File: config.mk
export PLATFORM = sky130hd
export DESIGN_NAME = capture_seq_flat
export DESIGN_NICKNAME = d
export VERILOG_FILES = /design/src/buf_pkg.sv /design/src/cfg_bus_if.sv /design/src/capture_seq.sv /design/src/flat_wrapper.sv
export SDC_FILE = /design/constraint.sdc
export NUM_CORES = 1
export LEC_CHECK = 0
export BUFFER_PORTS_ARGS = -buffer_cell sky130_fd_sc_hd__clkbuf_2
export CORE_UTILIZATION = 47
export DETAILED_ROUTE_END_ITERATION = 6
export PLACE_DENSITY = 0.88
export SLEW_MARGIN = 30
export SYNTH_ARGS = -nofsm -noshare
export SYNTH_HDL_FRONTEND = slang
export SYNTH_SLANG_ARGS = --single-unit
File: constraint.sdc
create_clock -name clkbuffer -period 4.1 [get_ports clkbuffer]
set_clock_uncertainty 0.15 [all_clocks]
set_input_delay 1.025 -clock clkbuffer [delete_from_list [all_inputs] [get_ports clkbuffer]]
set_output_delay 1.025 -clock clkbuffer [all_outputs]
set_load 0.005 [all_outputs]
File: src/buf_pkg.sv
/*
 * shared definitions of the sample-capture buffer
 *   host address map codes and offsets
 *   field widths
 *   enums for layout register selects, signal sources and capture states
 */

package buf_pkg;

    // ------------------------------
    // host address map
    // ------------------------------
    // block code of the buffer, bits 15:12 of host addresses
    localparam logic [3:0] addr_data_buf = 4'd7;
    // layout write offset, bits 3:0 of the write address
    localparam logic [3:0] off_data_struct = 4'hB;
    // status word location within the block
    localparam logic [11:0] status_addr = 12'h800;

    // width of the sample count field
    localparam int sample_w = 11;

    // ------------------------------
    // enums
    // ------------------------------
    // layout register select, bits 11:8 of a layout write
    typedef enum logic [3:0] {
        sel_sig_num    = 4'd0,
        sel_sig_spec   = 4'd1,
        sel_sample_num = 4'd2
    } reg_sel_e;

    // source kinds the outside mux can present
    typedef enum logic [3:0] {
        typ_none    = 4'd0,
        typ_pot     = 4'd1,
        typ_cur     = 4'd2,
        typ_enc_pos = 4'd3,
        typ_enc_vel = 4'd4
    } sig_type_e;

    // capture sequencer states
    typedef enum logic [1:0] {
        st_idle       = 2'd0,
        st_ready      = 2'd1,
        st_time_stamp = 2'd2,
        st_loop_main  = 2'd3
    } cap_state_e;

endpackage
File: src/cfg_bus_if.sv
/*
 * capture layout bus between the layout registers and the sequencer
 *   layout side drives counts, armed flag and the addressed table entry
 *   sequencer side drives busy and the table index it wants
 */

`timescale 1ns/100ps

interface cfg_bus_if;

    // number of signals per sample, 1 to 15
    logic [3:0]                   sig_num;
    // number of samples to take
    logic [buf_pkg::sample_w-1:0] sample_num;
    // layout complete, capture may start
    logic                         armed;
    // capture in progress, layout locked
    logic                         busy;
    // table entry requested by the sequencer
    logic [3:0]                   spec_index;
    // fields of the requested entry, returned combinationally
    buf_pkg::sig_type_e           spec_type;
    logic [3:0]                   spec_channel;
    logic [3:0]                   spec_format;

    modport layout (
        output sig_num, sample_num, armed,
        output spec_type, spec_channel, spec_format,
        input  busy, spec_index
    );

    modport seq (
        output busy, spec_index,
        input  sig_num, sample_num, armed
    );

endinterface

File: src/capture_seq.sv
/*
 * capture sequencer
 *   two-flop synchronizer and rising edge detect on the data-valid strobe
 *   capture FSM writing one timestamp word and one word per signal
 *   sample and signal counters, table index for the source mux
 */

`timescale 1ns/100ps

module capture_seq #(
    parameter int ADDR_W = 10
) (
    input  logic              clkbuffer,
    input  logic              rst_n,
    input  logic              data_fb_wen,
    input  logic [31:0]       ts,
    input  logic [31:0]       input_data,
    cfg_bus_if.seq            cfg,
    output logic              ram_wen,
    output logic [ADDR_W-1:0] ram_waddr,
    output logic [31:0]       ram_wdata
);

    // ------------------------------
    // strobe synchronizer
    // ------------------------------
    logic fb_s1;
    logic fb_s2;
    logic fb_prev;
    logic trigger;

    always_ff @(posedge clkbuffer or negedge rst_n) begin
        if (!rst_n) begin
            fb_s1   <= 1'b0;
            fb_s2   <= 1'b0;
            fb_prev <= 1'b0;
        end else begin
            fb_s1   <= data_fb_wen;
            fb_s2   <= fb_s1;
            fb_prev <= fb_s2;
        end
    end

    // one cycle pulse on the synchronized rising edge
    assign trigger = fb_s2 && !fb_prev;

    // ------------------------------
    // timestamp word
    // ------------------------------
    logic        ts_over14;
    logic [31:0] ts_word;

    // flag when the stamp does not fit in 14 bits
    assign ts_over14 = |ts[31:14];
    assign ts_word   = {16'd0, 1'b1, ts_over14, ts[13:0]};

    // ------------------------------
    // capture FSM
    // ------------------------------
    buf_pkg::cap_state_e          state;
    logic                         busy_q;
    logic [buf_pkg::sample_w-1:0] smp_cnt;
    // index of the signal being captured, also the table index
    logic [3:0]                   word_cnt;

    always_ff @(posedge clkbuffer or negedge rst_n) begin
        if (!rst_n) begin
            state     <= buf_pkg::st_idle;
            busy_q    <= 1'b0;
            ram_wen   <= 1'b0;
            ram_waddr <= '0;
            smp_cnt   <= '0;
            word_cnt  <= '0;
        end else begin
            case (state)
                buf_pkg::st_idle: begin
                    // fresh layout, start a capture at address 0
                    if (cfg.armed) begin
                        busy_q    <= 1'b1;
                        ram_wen   <= 1'b0;
                        ram_waddr <= '0;
                        smp_cnt   <= '0;
                        state     <= buf_pkg::st_ready;
                    end
                end
                buf_pkg::st_ready: begin
                    if (trigger && smp_cnt < cfg.sample_num) begin
                        word_cnt <= '0;
                        smp_cnt  <= smp_cnt + buf_pkg::sample_w'(1);
                        state    <= buf_pkg::st_time_stamp;
                    end else if (smp_cnt == cfg.sample_num) begin
                        // all samples stored, release the layout
                        busy_q <= 1'b0;
                        state  <= buf_pkg::st_idle;
                    end
                end
                buf_pkg::st_time_stamp: begin
                    ram_wen   <= 1'b1;
                    ram_waddr <= ram_waddr + ADDR_W'(1);
                    state     <= buf_pkg::st_loop_main;
                end
                buf_pkg::st_loop_main: begin
                    if (word_cnt < cfg.sig_num) begin
                        ram_wen   <= 1'b1;
                        ram_waddr <= ram_waddr + ADDR_W'(1);
                        word_cnt  <= word_cnt + 4'd1;
                    end else begin
                        // sample done, wait for the next strobe
                        ram_wen <= 1'b0;
                        state   <= buf_pkg::st_ready;
                    end
                end
                default: begin
                    state <= buf_pkg::st_idle;
                end
            endcase
        end
    end

    // ------------------------------
    // write data
    // ------------------------------
    // the source mux answers within the cycle word_cnt points at it
    always_ff @(posedge clkbuffer) begin
        if (state == buf_pkg::st_time_stamp) begin
            ram_wdata <= ts_word;
        end else if (state == buf_pkg::st_loop_main && word_cnt < cfg.sig_num) begin
            ram_wdata <= input_data;
        end
    end

    assign cfg.busy       = busy_q;
    assign cfg.spec_index = word_cnt;

endmodule

File: src/flat_wrapper.sv
// flat-port wrapper written by rule: the top's interface ports become plain ports
module capture_seq_flat 
#(
    parameter int ADDR_W = 10
)
  (clkbuffer, rst_n, data_fb_wen, ts, input_data, ram_wen, ram_waddr, ram_wdata, cfg_busy, cfg_spec_index, cfg_sig_num, cfg_sample_num, cfg_armed);
  cfg_bus_if cfg_i ();
  input  logic clkbuffer;
  input  logic rst_n;
  input  logic data_fb_wen;
  input  logic [31:0] ts;
  input  logic [31:0] input_data;
  output logic ram_wen;
  output logic [ADDR_W-1:0] ram_waddr;
  output logic [31:0] ram_wdata;
  output wire logic [$bits(cfg_i.busy)-1:0] cfg_busy;
  output wire logic [$bits(cfg_i.spec_index)-1:0] cfg_spec_index;
  input wire logic [$bits(cfg_i.sig_num)-1:0] cfg_sig_num;
  input wire logic [$bits(cfg_i.sample_num)-1:0] cfg_sample_num;
  input wire logic [$bits(cfg_i.armed)-1:0] cfg_armed;
  assign cfg_busy = cfg_i.busy;
  assign cfg_spec_index = cfg_i.spec_index;
  assign cfg_i.sig_num = cfg_sig_num;
  assign cfg_i.sample_num = cfg_sample_num;
  assign cfg_i.armed = cfg_armed;
  capture_seq #(.ADDR_W(ADDR_W)) u_core (.clkbuffer(clkbuffer), .rst_n(rst_n), .data_fb_wen(data_fb_wen), .ts(ts), .input_data(input_data), .cfg(cfg_i), .ram_wen(ram_wen), .ram_waddr(ram_waddr), .ram_wdata(ram_wdata));
endmodule
Word-level counts from Yosys, hierarchy flattened:

Index checks and enable logic that the tools add are counted.

* add/sub/neg operators: 3
* multipliers: 0
* div/mod/pow operators: 0
* order comparisons: 2
* eq/ne operators: 11
* shift-type cells: 0
* muxes and demuxes: 23
* bitwise logic cells: 0
* reductions and logical operators: 16

Operators with widths (number)
* 15-bit two-way mux: 2
* 10-bit one-hot mux with 3 select lines: 1
* 11-bit two-way mux: 2
* 11-bit one-hot mux with 2 select lines: 1
* 10-bit two-way mux: 2
* 18-bit OR reduction: 1
* 3-bit AND reduction: 4
* 11-bit by 1-bit adder with 11-bit output (second input constant): 1
* 11-bit equality test: 1
* 11-bit less-than comparator: 1
* 10-bit by 1-bit adder with 10-bit output (second input constant): 1
* 2-bit two-way mux: 4
* 4-bit two-way mux: 2
* 2-bit one-hot mux with 4 select lines: 1
* 4-bit one-hot mux with 2 select lines: 1
* 2-bit by 1-bit inequality test with 1-bit output (second input constant): 3
* 2-bit inequality test (second input constant): 3
* 2-bit nonzero test: 3
* 1-bit two-way mux: 5
* 4-bit by 1-bit adder with 4-bit output (second input constant): 1
* 2-bit equality test (second input constant): 2
* 4-bit less-than comparator: 1
* 4-bit AND reduction: 1
* 1-bit logical AND: 3
* 8 further kinds: 8

* register bits after elaboration: 64
* latch bits: 0
* RAM bits: 0
* memory bits (read-only): 0
* input bits: 83
* logic and storage cells: 66
* memories kept: 0

Depth between registers and ports, before layout:

Gate-level depths: netlist of run 1.

* depth after elaboration: 5
* depth in mapped cells: 10
* gate-level depth less buffers: 7

Worst setup path before layout of run 1:

Ideal clock, no wire load.

* path kind: input to register
* start: input cfg_sig_num[1]
* end: register u_core.ram_wdata[0], enable pin
* library setup time: 0.366 ns
* arrival: 2.549 ns
* setup slack: 1.035 ns
* stages on the path: 6
* buffers on the path: 1
* cell sequence: inv_1 -> ha_1 -> a2111oi_4 -> o21ai_1 -> buf_2 -> nand2_1

* longest elaborated chain between the ends: 3

RTL lines
* start: declaration: line flat_wrapper.sv:18 `input wire logic [$bits(cfg_i.sig_num)-1:0] cfg_sig_num;`
* 4-bit less-than comparator: line capture_seq.sv:127 `end else if (state == buf_pkg::st_loop_main && word_cnt < cfg.sig_num) begin`
* 1-bit logical AND: line capture_seq.sv:127
* 2-bit nonzero test (no line)
* end signal: assignment: line capture_seq.sv:126 `ram_wdata <= ts_word;`
* end signal: assignment: line capture_seq.sv:128 `ram_wdata <= input_data;`
* end: declaration: line capture_seq.sv:21 `output logic [31:0] ram_wdata`

Every way passes these cells.
A chain may end at the register's enable or synchronous reset.

Final worst setup path of run 1:

* start: input cfg_sample_num[9]
* end: register u_core.word_cnt[0] (netlist: u_core.cfg.spec_index[0])

* longest elaborated chain between the ends: 4

RTL lines
* start: declaration: line flat_wrapper.sv:19 `input wire logic [$bits(cfg_i.sample_num)-1:0] cfg_sample_num;`
* 11-bit less-than comparator: line capture_seq.sv:87 `if (trigger && smp_cnt < cfg.sample_num) begin`
* 1-bit logical AND: line capture_seq.sv:87
* 2-bit by 1-bit inequality test with 1-bit output (no line)
* 3-bit AND reduction (no line)
* end signal: assignment: line capture_seq.sv:106 `word_cnt <= word_cnt + 4'd1;`
* end: declaration: line capture_seq.sv:64 `logic [3:0] word_cnt;`

Every way passes these cells.

==> flow_metrics.py, run 1 <==
metrics = {
    "clock_tree": {
        "numCtsBuffers": 9,
        "cts.sinks": 64,
        "postCtsSetupBuffers": 0,
        "cts_resized": 0,
        "clk_pin_slew_ps": 70,
        "root_buffer": "clkbuf_8",
        "cts_tree": "done",
        "hold_buffers": 0,
        "htree_levels": 3,
        "clockBufferDepth": 2,
        "clk_latency_ps": 330,
    },
    "die": {
        "ios": 131,
        "die_w_um": 88.3,
        "start_util_pct": 48.6,
        "coreArea_um2": 7210,
        "rows": 31,
        "die_area_um2": 7800,
        "die_y_um": 88.3,
    },
    "logic_synthesis": {
        "synthesis.yosys.warnings": 0,
        "ys_top_cells_by_area": "dfrtp_1 (23%), edfxtp_1 (13%), dfxtp_1 (9.7%)",
        "seq_area_frac_synth_pct": 45.4,
        "yosysTopAreaCellShare_pct": 22.9,
        "synth_top_cell_by_area": "dfrtp_1",
        "synth_top_flop_cell": "dfrtp_1",
        "ys_ff_latch": 64,
        "async_flop_share_pct": 50.0,
        "synth.avg_cell_area_um2": 9.90,
        "synth_edf_count": 15,
        "syn-cell-area_um2": 3500,
        "ys_types": 49,
        "syn_nets": 459,
        "synth_cells": 354,
    },
    "setup_path": {
        "worstPathRequired_ps": 4170,
        "slowest_delay_ps": 540,
        "r2r_cells": 6,
        "path_cells": "clkbuf_2, inv_1, ha_1, nand4_1, a211oi_1, a211o_1, o22ai_1, a311o_1",
        "worstSetupStartpoint": "cfg_sample_num[9]",
        "r2r-end": "u_core.cfg.spec_index[0]",
        "critical_path_buf_inv_count": 2,
        "cpLargestDelayFamily": "compound AO/OA/AOI/OAI gates",
        "crit_cells": 8,
        "r2r_slack_ps": 1440,
        "crit-reg2reg-launch": "u_core.smp_cnt[6]",
        "endpoint": "u_core.cfg.spec_index[0]",
        "critical_path_class": "in2reg",
        "slowest_stage": "a211o_1",
        "worst-endpoint-arrival_ps": 3070,
        "crit_path_max_fanout": 21,
        "start_kind": "input port",
        "critPathCaptureType": "register",
    },
    "route": {
        "viasPerCell": 5.55,
        "post_drt_wl_per_cell_um": 14.1,
        "drt_iter0_markers": 278,
        "drtPass1Iterations": 4,
        "drc": 0,
        "ant_nets": 0,
        "routed_wl_um": 8260,
        "num_vias": 3250,
    },
    "timing": {
        "timing.slew.headroom_pct": 44.2,
        "finalCritPeriodShare_pct": 73.2,
        "fin_tns_setup_ps": 0,
        "rsz0062_at_grt": "no",
        "final_max_slew_viol_count": 0,
        "setup_violations": 0,
        "hold_viol_final": 0,
        "tightest_slew_ps": 837,
        "fmax_mhz": 333,
        "fin_crit_ps": 3000,
    },
    "layout": {
        "drive_above_1_share_pct": 35.1,
        "area_growth_pct": 26.6,
        "nNetsFinal": 587,
        "antenna_cells": 0,
        "instances_no_fill": 586,
    },
    "global_routing": {
        "overflow": 0,
        "grt_pass1_wl_um": 13200,
        "grt_antenna_before_repair": 0,
        "grt_pass1_vias": 2918,
        "grt.total_usage_pct": 21.8,
        "grt_max_degree": 38,
    },
    "placed_design": {
        "gp_congestion": 0.859,
        "dpl.hpwl_um": 6030,
        "dp_cells": 570,
        "io_buffers": 130,
    },
    "outcome": {
        "status": "complete, no violations",
    },
    "power": {
        "peakVddDrop_mv": 0.287,
        "leakage_nw": 2.23,
        "power_density_nw_per_um2": 509,
    },
    "worst_hold_path": {
        "hold_class": "reg2reg",
        "hp-start": "u_core.fb_s1",
    },
    "job": {
        "max_cap_viol_count": 0,
    },
}
-- flip-flops by register name (all words and copies together), names as in the netlist --
register	flops
u_core.ram_waddr	10
u_core.ram_wen	1
u_core.state	2
u_core.fb_s1	1
u_core.fb_s2	1
u_core.cfg.busy	1
u_core.cfg.spec_index	4
u_core.fb_prev	1
u_core.ram_wdata	32
u_core.smp_cnt	11
-- synth_stat cells (all sizes together) (2+ instances only) --
library cell and n:
or2 3, or4 4, a21oi 17, a311oi 2
ha 22, nand2b 2, nor3 3, nand4 3
buf 5, nor2b 2, or3 9, dfxtp 17
a41oi 2, and3 5, nand3 23, o21ai 18
clkbuf 12, mux2 15, a31oi 4, nor4 7
nor2 29, inv 21, dfrtp 32, o211ai 5
edfxtp 15, o311ai 5, o31ai 3, nand2 28
nand4b 2, mux2i 21, nand3b 3, a211oi 3
-- cell usage in the layout (no fill, tap or decap), types with 3 or more instances in the layout --
| master | netlist | layout |
|---|---|---|
| clkbuf_2 | 1 | 130 |
| dfrtp_1 | 32 | 32 |
| nor2_1 | 29 | 29 |
| nand2_1 | 28 | 28 |
| nand3_1 | 23 | 23 |
| ha_1 | 22 | 22 |
| inv_1 | 21 | 21 |
| mux2i_1 | 21 | 21 |
| a21oi_1 | 17 | 17 |
| o21ai_0 | 17 | 17 |
| dfxtp_1 | 17 | 17 |
| mux2_2 | 15 | 15 |
| edfxtp_1 | 15 | 15 |
| clkbuf_8 | 0 | 11 |
| or3_1 | 9 | 9 |
| nor4_1 | 7 | 7 |
| o211ai_1 | 5 | 5 |
| and3_1 | 5 | 5 |
| o311ai_0 | 5 | 5 |
| or4_1 | 4 | 4 |
| a31oi_1 | 4 | 4 |
| buf_4 | 0 | 4 |
| nand4_1 | 3 | 3 |
| nand3b_1 | 3 | 3 |
| o31ai_1 | 3 | 3 |
| nor3_1 | 3 | 3 |
| or2_2 | 3 | 3 |
-- how the worst min path moves through the flow --
stage                               to  slack [ps]  cells past startpoint
after floorplan           u_core.fb_s2         180                      0
after CTS                 u_core.fb_s2         210                      0
after global routing      u_core.fb_s2         220                      0
final                     u_core.fb_s2         200                      0
after global placement    u_core.fb_s2         180                      0
after detailed placement  u_core.fb_s2         190                      0
-- worst reg2reg max path, stage by stage (launching register included) --
cell,delay (ps)
dfrtp_1,450
ha_1,350
nand4_1,170
a211oi_1,340
a211o_1,540
o22ai_1,210
a311o_1,340
-- power breakdown --
part	switching, mW	leakage (nW)	internal (mW)
Sequential	0.0975	0.706	0.820
Combinational	0.472	1.42	0.342
Clock	0.239	0.102	0.288
Total	0.808	2.23	1.45
-- cells by family (layout without fill, tap and decap cells) --
logic type      after synthesis  in the layout  share of synthesized area, %
compound gates               68             68                          13.3
fa+ha+maj                    22             22                          7.86
buf+inv                      38            171                          4.25
flops                        64             64                          45.4
mux                          36             36                          10.8
simple gates                126            126                          18.4
-- through the flow --
stage	util [%]	setup slack, ps	instance area (um2)	hold WS (ps)	power, mW
6_report	61.5	1100	4440	196	2.26
3_5_place_dp	58.8	816	4240	186	1.73
4_1_cts	61.5	1160	4440	208	2.27
2_1_floorplan	-	1040	3500	181	1.42
5_1_grt	61.5	1010	4440	218	2.41
3_3_place_gp	58.8	926	4240	181	1.70
-- metal layers --
layer  part of all wire (%)  GRT usage, %  up-vias
met1                     42          27.7     1523
met2                     49          35.9      150
met5                      0             0        -
met4                    2.2          10.1        0
met3                    6.5          3.92       17
li1                       -             -     1560
-- layout make-up --
class                      instances  area [um2]
tap                               99         124
fill                             613        2780
clock buffer                      14         184
multi-input combinational        252        1770
timing repair buffer             134         681
inverter                          21        78.8
sequential                        64        1590
clock inverter                     2        10.0
Power figures use the tool's default switching activity.
==> run 2, diff against run 1 <==
--- a/config.mk
+++ b/config.mk
@@ -5,8 +5,9 @@
 export SDC_FILE = /design/constraint.sdc
 export NUM_CORES = 1
 export LEC_CHECK = 0
+export ABC_AREA = 1
 export BUFFER_PORTS_ARGS = -buffer_cell sky130_fd_sc_hd__clkbuf_2
-export CORE_UTILIZATION = 47
+export CORE_UTILIZATION = 45
 export DETAILED_ROUTE_END_ITERATION = 6
 export PLACE_DENSITY = 0.88
 export SLEW_MARGIN = 30
==> constraint.sdc (replaced) <==
create_clock -name clkbuffer -period 2.6 [get_ports clkbuffer]
set_clock_uncertainty 0.15 [all_clocks]
set_input_delay 0.65 -clock clkbuffer [delete_from_list [all_inputs] [get_ports clkbuffer]]
set_output_delay 0.65 -clock clkbuffer [all_outputs]
set_load 0.005 [all_outputs]
==> run 2 against run 1 <==
Against the previous run: total power grew 56%; synthesized cell count grew 24%; sequential power grew 52%; hold slack gained 5.2 ps; routed wire length shrank 1.6%; non-clock buffer count is the same; area after synthesis grew 0.25%; final area grew 0.37%; count of clock-buffer cells in the layout is the same; critical path depth shrank 3.
==> flow_metrics.py, run 2 <==
metrics = {
    "clock_tree": {
        "numCtsBuffers": 9,
        "postCtsSetupBuffers": 0,
        "clockBufferDepth": 2,
        "htree_levels": 3,
        "root_buffer": "clkbuf_8",
        "clk_latency_ps": 340,
        "cts.sinks": 64,
        "cts_resized": 0,
        "clk_pin_slew_ps": 60,
        "cts_tree": "done",
        "hold_buffers": 0,
    },
    "layout": {
        "area_growth_pct": 26.8,
        "drive_above_1_share_pct": 29.9,
        "layout_common_cells": "nand2_1 (158), clkbuf_2 (130), inv_1 (45)",
        "antenna_cells": 0,
        "regArea_um2": 1590,
        "largest_register_ffs": 32,
        "largest_register": "u_core.ram_wdata",
        "n_fill_cell": 671,
        "final_common_cell": "nand2_1",
        "largest_registers": "u_core.ram_wdata x32, u_core.smp_cnt x11, u_core.ram_waddr x10",
        "multi_input_area_um2": 1670,
        "nNetsFinal": 678,
    },
    "route": {
        "ant_nets": 0,
        "routed_wl_um": 8120,
        "viasPerCell": 4.94,
        "drc": 0,
        "drt_iter0_markers": 154,
        "num_vias": 3341,
        "post_drt_wl_per_cell_um": 12.0,
        "drtPass1Iterations": 5,
    },
    "timing": {
        "fin_tns_setup_ps": 0,
        "hold_viol_final": 0,
        "setup_violations": 0,
        "timing.slew.headroom_pct": 47.3,
        "fin_crit_ps": 2030,
        "fmax_mhz": 493,
        "finalCritPeriodShare_pct": 78.1,
        "rsz0062_at_grt": "no",
        "final_max_slew_viol_count": 0,
        "tightest_slew_ps": 790,
    },
    "power": {
        "power_mw": 3.53,
        "leakage_nw": 2.34,
        "peakVddDrop_mv": 0.458,
        "power_density_nw_per_um2": 793,
    },
    "die": {
        "rows": 31,
        "coreArea_um2": 7410,
        "die_w_um": 90.3,
        "die_area_um2": 8160,
        "ios": 131,
        "die_y_um": 90.3,
        "start_util_pct": 47.4,
    },
    "global_routing": {
        "grt_pass1_wl_um": 13700,
        "overflow": 0,
        "grt_antenna_before_repair": 0,
        "grt_pass1_vias": 3144,
        "grt_max_degree": 33,
        "grt.total_usage_pct": 20.7,
    },
    "placed_design": {
        "gp_congestion": 0.822,
        "dpl.hpwl_um": 6360,
        "io_buffers": 130,
    },
    "logic_synthesis": {
        "ys_ff_latch": 64,
        "ys_types": 40,
        "synthesis.yosys.warnings": 0,
        "synth_top_flop_cell": "dfrtp_1",
        "syn-cell-area_um2": 3510,
        "yosys.cell_count.top_type": "nand2_1",
        "seq_area_frac_synth_pct": 45.3,
        "synth_top_cell_by_area": "dfrtp_1",
        "async_flop_share_pct": 50.0,
        "synth_cells": 438,
        "synth_edf_count": 15,
        "yosysTopAreaCellShare_pct": 22.8,
        "ys_top_cells_by_area": "dfrtp_1 (23%), nand2_1 (17%), edfxtp_1 (13%)",
        "synth.avg_cell_area_um2": 8.02,
        "synth_commonest_cells": "nand2_1 (158), inv_1 (45), dfrtp_1 (32)",
        "syn_nets": 543,
    },
    "setup_path": {
        "cpLargestDelayFamily": "buffers and inverters",
        "worstPathRequired_ps": 2470,
        "critPathCaptureType": "register",
        "worst-endpoint-arrival_ps": 1900,
        "crit_path_max_fanout": 15,
        "slowest_stage": "dfrtp_1",
        "slowest_delay_ps": 420,
        "start_kind": "register",
        "path_cells": "inv_1, ha_1, clkinv_1, nand2_1, buf_4",
        "critical_path_class": "reg2reg",
        "critical_path_buf_inv_count": 3,
    },
    "job": {
        "max_cap_viol_count": 0,
    },
    "worst_hold_path": {
        "hold_class": "reg2reg",
    },
    "outcome": {
        "status": "complete, no violations",
    },
}
run 2: changes by cell type in the layout (fill, tap and decap cells not counted), moves of 8 or more:
cell	delta
mux2_2	-15
mux2i_1	-21
o21ai_0	-11
o21ai_1	+12
nor2_1	-11
or3_1	-9
xor2_1	+8
nand2_1	+130
inv_1	+24
run 2: final cells by class:
type,count,area share (%)
inverter,51,4.36
sequential,64,35.8
clock inverter,2,0.225
timing repair buffer,134,15.3
tap,99,2.78
clock buffer,14,4.13
multi-input combinational,313,37.5
run 2: final timing paths:
kind	startpoint	end	slack, ps	cells past startpoint
setup / recovery	u_core.state[0]	u_core.ram_wdata[6]	570	5
hold / removal	u_core.fb_s1	u_core.fb_s2	200	0
setup reg to reg	u_core.state[0]	u_core.ram_wdata[6]	570	5
hold reg to reg	u_core.fb_s1	u_core.fb_s2	200	0
max in group asynchronous	rst_n	u_core.ram_waddr[2]	1560	1
min in group asynchronous	rst_n	u_core.smp_cnt[3]	230	1
run 2: power breakdown:
group | internal (mW) | leakage [nW] | switching (mW)
clock | 0.454 | 0.102 | 0.370
sequential | 1.28 | 0.709 | 0.111
combinational | 0.475 | 1.53 | 0.845
total | 2.21 | 2.34 | 1.33
run 2: stage by stage:
step                std cells  setup slack [ps]  instance area [um2]  utilization, %  hold slack [ps]
detailed placement        661               257                 4260            57.5              189
CTS                       677               523                 4450            60.1              204
floorplan                 438               231                 3510               -              181
global route              677               357                 4450            60.1              207
global placement          661               326                 4260            57.5              186
finish                    677               570                 4450            60.1              202
run 2: cells by family (layout without fill, tap and decap cells):
group	after synthesis	count (layout)	synth area share [%]
AOI/OAI and AO/OA	51	51	8.69
xor gates and xnor gates	9	9	2.24
adders and majority gates	22	22	7.84
buffers and inverters	61	201	7.20
DFF	64	64	45.3
and+or+nand+nor	231	231	28.7
run 2: per-layer routing:
| layer | share of wire [%] | vias to the layer above | track usage (%) |
|---|---|---|---|
| met1 | 40 | 1512 | 24.0 |
| met4 | 1.3 | 0 | 7.26 |
| met3 | 6.9 | 9 | 5.47 |
| met5 | 0 | - | 0 |
| li1 | - | 1686 | - |
| met2 | 52 | 134 | 36.6 |
==> run 3, diff against run 2 <==
==> constraint.sdc (replaced) <==
create_clock -name clkbuffer -period 1.74 [get_ports clkbuffer]
set_clock_uncertainty 0.15 [all_clocks]
set_input_delay 0.435 -clock clkbuffer [delete_from_list [all_inputs] [get_ports clkbuffer]]
set_output_delay 0.435 -clock clkbuffer [all_outputs]
set_load 0.005 [all_outputs]
==> run 3 against run 2 <==
Against the previous run: critical endpoint is now u_core.smp_cnt[10]; combinational power up 140%; largest cell class unchanged; critical path type unchanged; global-route usage up 3.1 points; the flow now finishes with violations (negative setup slack); die area unchanged; sequential cell count unchanged.
==> flow_metrics.py, run 3 (synthesized netlist as in run 2, its figures left out) <==
metrics = {
    "outcome": {
        "status": "finished with violations",
        "violations": "negative setup slack",
    },
    "setup_path": {
        "r2r-end": "u_core.smp_cnt[10]",
        "critical_path_class": "reg2reg",
        "slowest_stage": "dfrtp_1",
        "path_cells": "ha_1, nand2_2, inv_1, nand2_1, nand2_2, nand2_2, nand3_4, nand2_8, nand2_8, nand2_2, o21ai_1",
        "slowest_delay_ps": 400,
        "start_kind": "register",
        "crit-reg2reg-launch": "u_core.smp_cnt[5]",
        "worst-endpoint-arrival_ps": 1950,
        "r2r_slack_ps": -120,
        "worstPathRequired_ps": 1820,
        "crit_top_cell": "nand2_2",
        "critPathCaptureType": "register",
        "r2r_cells": 11,
        "crit_path_max_fanout": 7,
    },
    "route": {
        "drt_iter0_markers": 239,
        "viasPerCell": 5.16,
        "drc": 0,
        "routed_wl_um": 10600,
        "post_drt_wl_per_cell_um": 14.8,
        "ant_nets": 0,
        "drtPass1Iterations": 7,
        "num_vias": 3713,
    },
    "layout": {
        "final_common_cell": "clkbuf_2",
        "regArea_um2": 1600,
        "antenna_cells": 0,
        "area_growth_pct": 51.6,
        "layout_common_cells": "clkbuf_2 (130), nand2_1 (129), buf_4 (33)",
        "largest_register_ffs": 32,
        "n_fill_cell": 510,
        "utilization_pct": 71.9,
        "multi_input_area_um2": 2120,
        "nNetsFinal": 720,
        "drive_above_1_share_pct": 47.6,
        "largest_registers": "u_core.ram_wdata x32, u_core.smp_cnt x11, u_core.ram_waddr x10",
        "largest_register": "u_core.ram_wdata",
    },
    "clock_tree": {
        "htree_levels": 3,
        "cts_tree": "done",
        "numCtsBuffers": 9,
        "clk_latency_ps": 350,
        "clk_pin_slew_ps": 70,
        "clockBufferDepth": 2,
        "root_buffer": "clkbuf_8",
        "cts.sinks": 64,
    },
    "global_routing": {
        "grt_antenna_before_repair": 0,
        "overflow": 0,
        "grt.total_usage_pct": 23.8,
        "grt_pass1_vias": 3299,
        "grt_max_degree": 34,
        "grt_pass1_wl_um": 15400,
    },
    "die": {
        "rows": 31,
        "die_w_um": 90.3,
        "die_y_um": 90.3,
        "die_area_um2": 8160,
        "coreArea_um2": 7410,
        "ios": 131,
        "start_util_pct": 47.4,
    },
    "power": {
        "power_mw": 6.56,
        "leakage_nw": 2.65,
        "power_density_nw_per_um2": 1230,
        "peakVddDrop_mv": 0.766,
    },
    "placed_design": {
        "io_buffers": 130,
        "dpl.hpwl_um": 6930,
        "gp_congestion": 0.863,
    },
    "worst_hold_path": {
        "hold_path_depth": 1,
        "holdPathEnd": "u_core.fb_s1",
        "hp-start": "data_fb_wen",
        "hold_class": "in2reg",
    },
    "timing": {
        "finalCritPeriodShare_pct": 107,
        "tightest_slew_ps": 442,
        "fmax_mhz": 536,
        "setup_violations": 18,
        "fin_crit_ps": 1860,
        "timing.slew.headroom_pct": 70.6,
        "final_max_slew_viol_count": 0,
        "setup_ws_ps": -125,
        "rsz0062_at_grt": "yes",
        "hold_viol_final": 0,
    },
    "job": {
        "max_cap_viol_count": 0,
    },
}
[run 3: cell types whose count changed in the layout (fill, tap and decap cells not counted), sizes merged]
cell         delta
dlygate4sd3     +1
inv             +2
clkbuf          -3
clkinv          +3
nand2           +2
buf            +37
[run 3: report_power, final]
part | internal, mW | switching (mW)
Combinational | 1.35 | 1.86
Clock | 0.605 | 0.652
Sequential | 1.91 | 0.191
[run 3: what timing repair did]
action	4_1_cts	5_1_grt
buffers inserted	5	9
hold buffers	1	0
pin swaps	6	27
endpoints found under the setup margin	58	61
resized for setup	26	66
hold endpoints to repair	32	0
cloned	1	4
[run 3: worst max-delay path, delay by kind of cell (launching register included)]
kind | cells | cell delay (ps)
buffers and inverters | 1 | 40
AOI/OAI and AO/OA | 1 | 60
DFF | 1 | 400
and+or+nand+nor | 8 | 800
adders and majority gates | 1 | 290
[run 3: metal layers]
metal	track usage [%]	routed length [um]
met1	29.5	4330
met2	40.5	5520
met3	5.89	532
met4	7.53	227
met5	0	0
[run 3: how the worst max path moves through the flow]
stage / from / to / cells after the start
after detailed placement: cfg_sample_num[10] / u_core.smp_cnt[9] / 10
after floorplan: u_core.smp_cnt[5] / u_core.smp_cnt[9] / 12
after global routing: u_core.smp_cnt[5] / u_core.smp_cnt[2] / 10
final: u_core.smp_cnt[5] / u_core.smp_cnt[10] / 11
after global placement: cfg_sample_num[7] / u_core.smp_cnt[2] / 12
after CTS: u_core.smp_cnt[10] / u_core.state[1] / 8
[run 3: area by class of cell]
cell class,instances,share of cell area [%]
clock buffer,10,2.80
clock inverter,6,0.752
inverter,51,4.37
multi-input combinational,315,39.8
sequential,64,30.0
tap,99,2.33
timing repair buffer,173,19.8
timing repair inverter,1,0.164
[run 3: stage by stage]
step                      setup TNS, ps  worst slack, ps  hold WS, ps  cells  instance area [um2]
after floorplan                    -329            -47.5        -10.6    438                 3700
after global placement            -9910             -226          195    683                 4610
after detailed placement         -12510             -296          224    683                 4610
after CTS                         -1030            -71.3         48.4    706                 4950
after global routing              -3720             -220         39.6    719                 5330
final                             -1330             -125         50.5    719                 5330
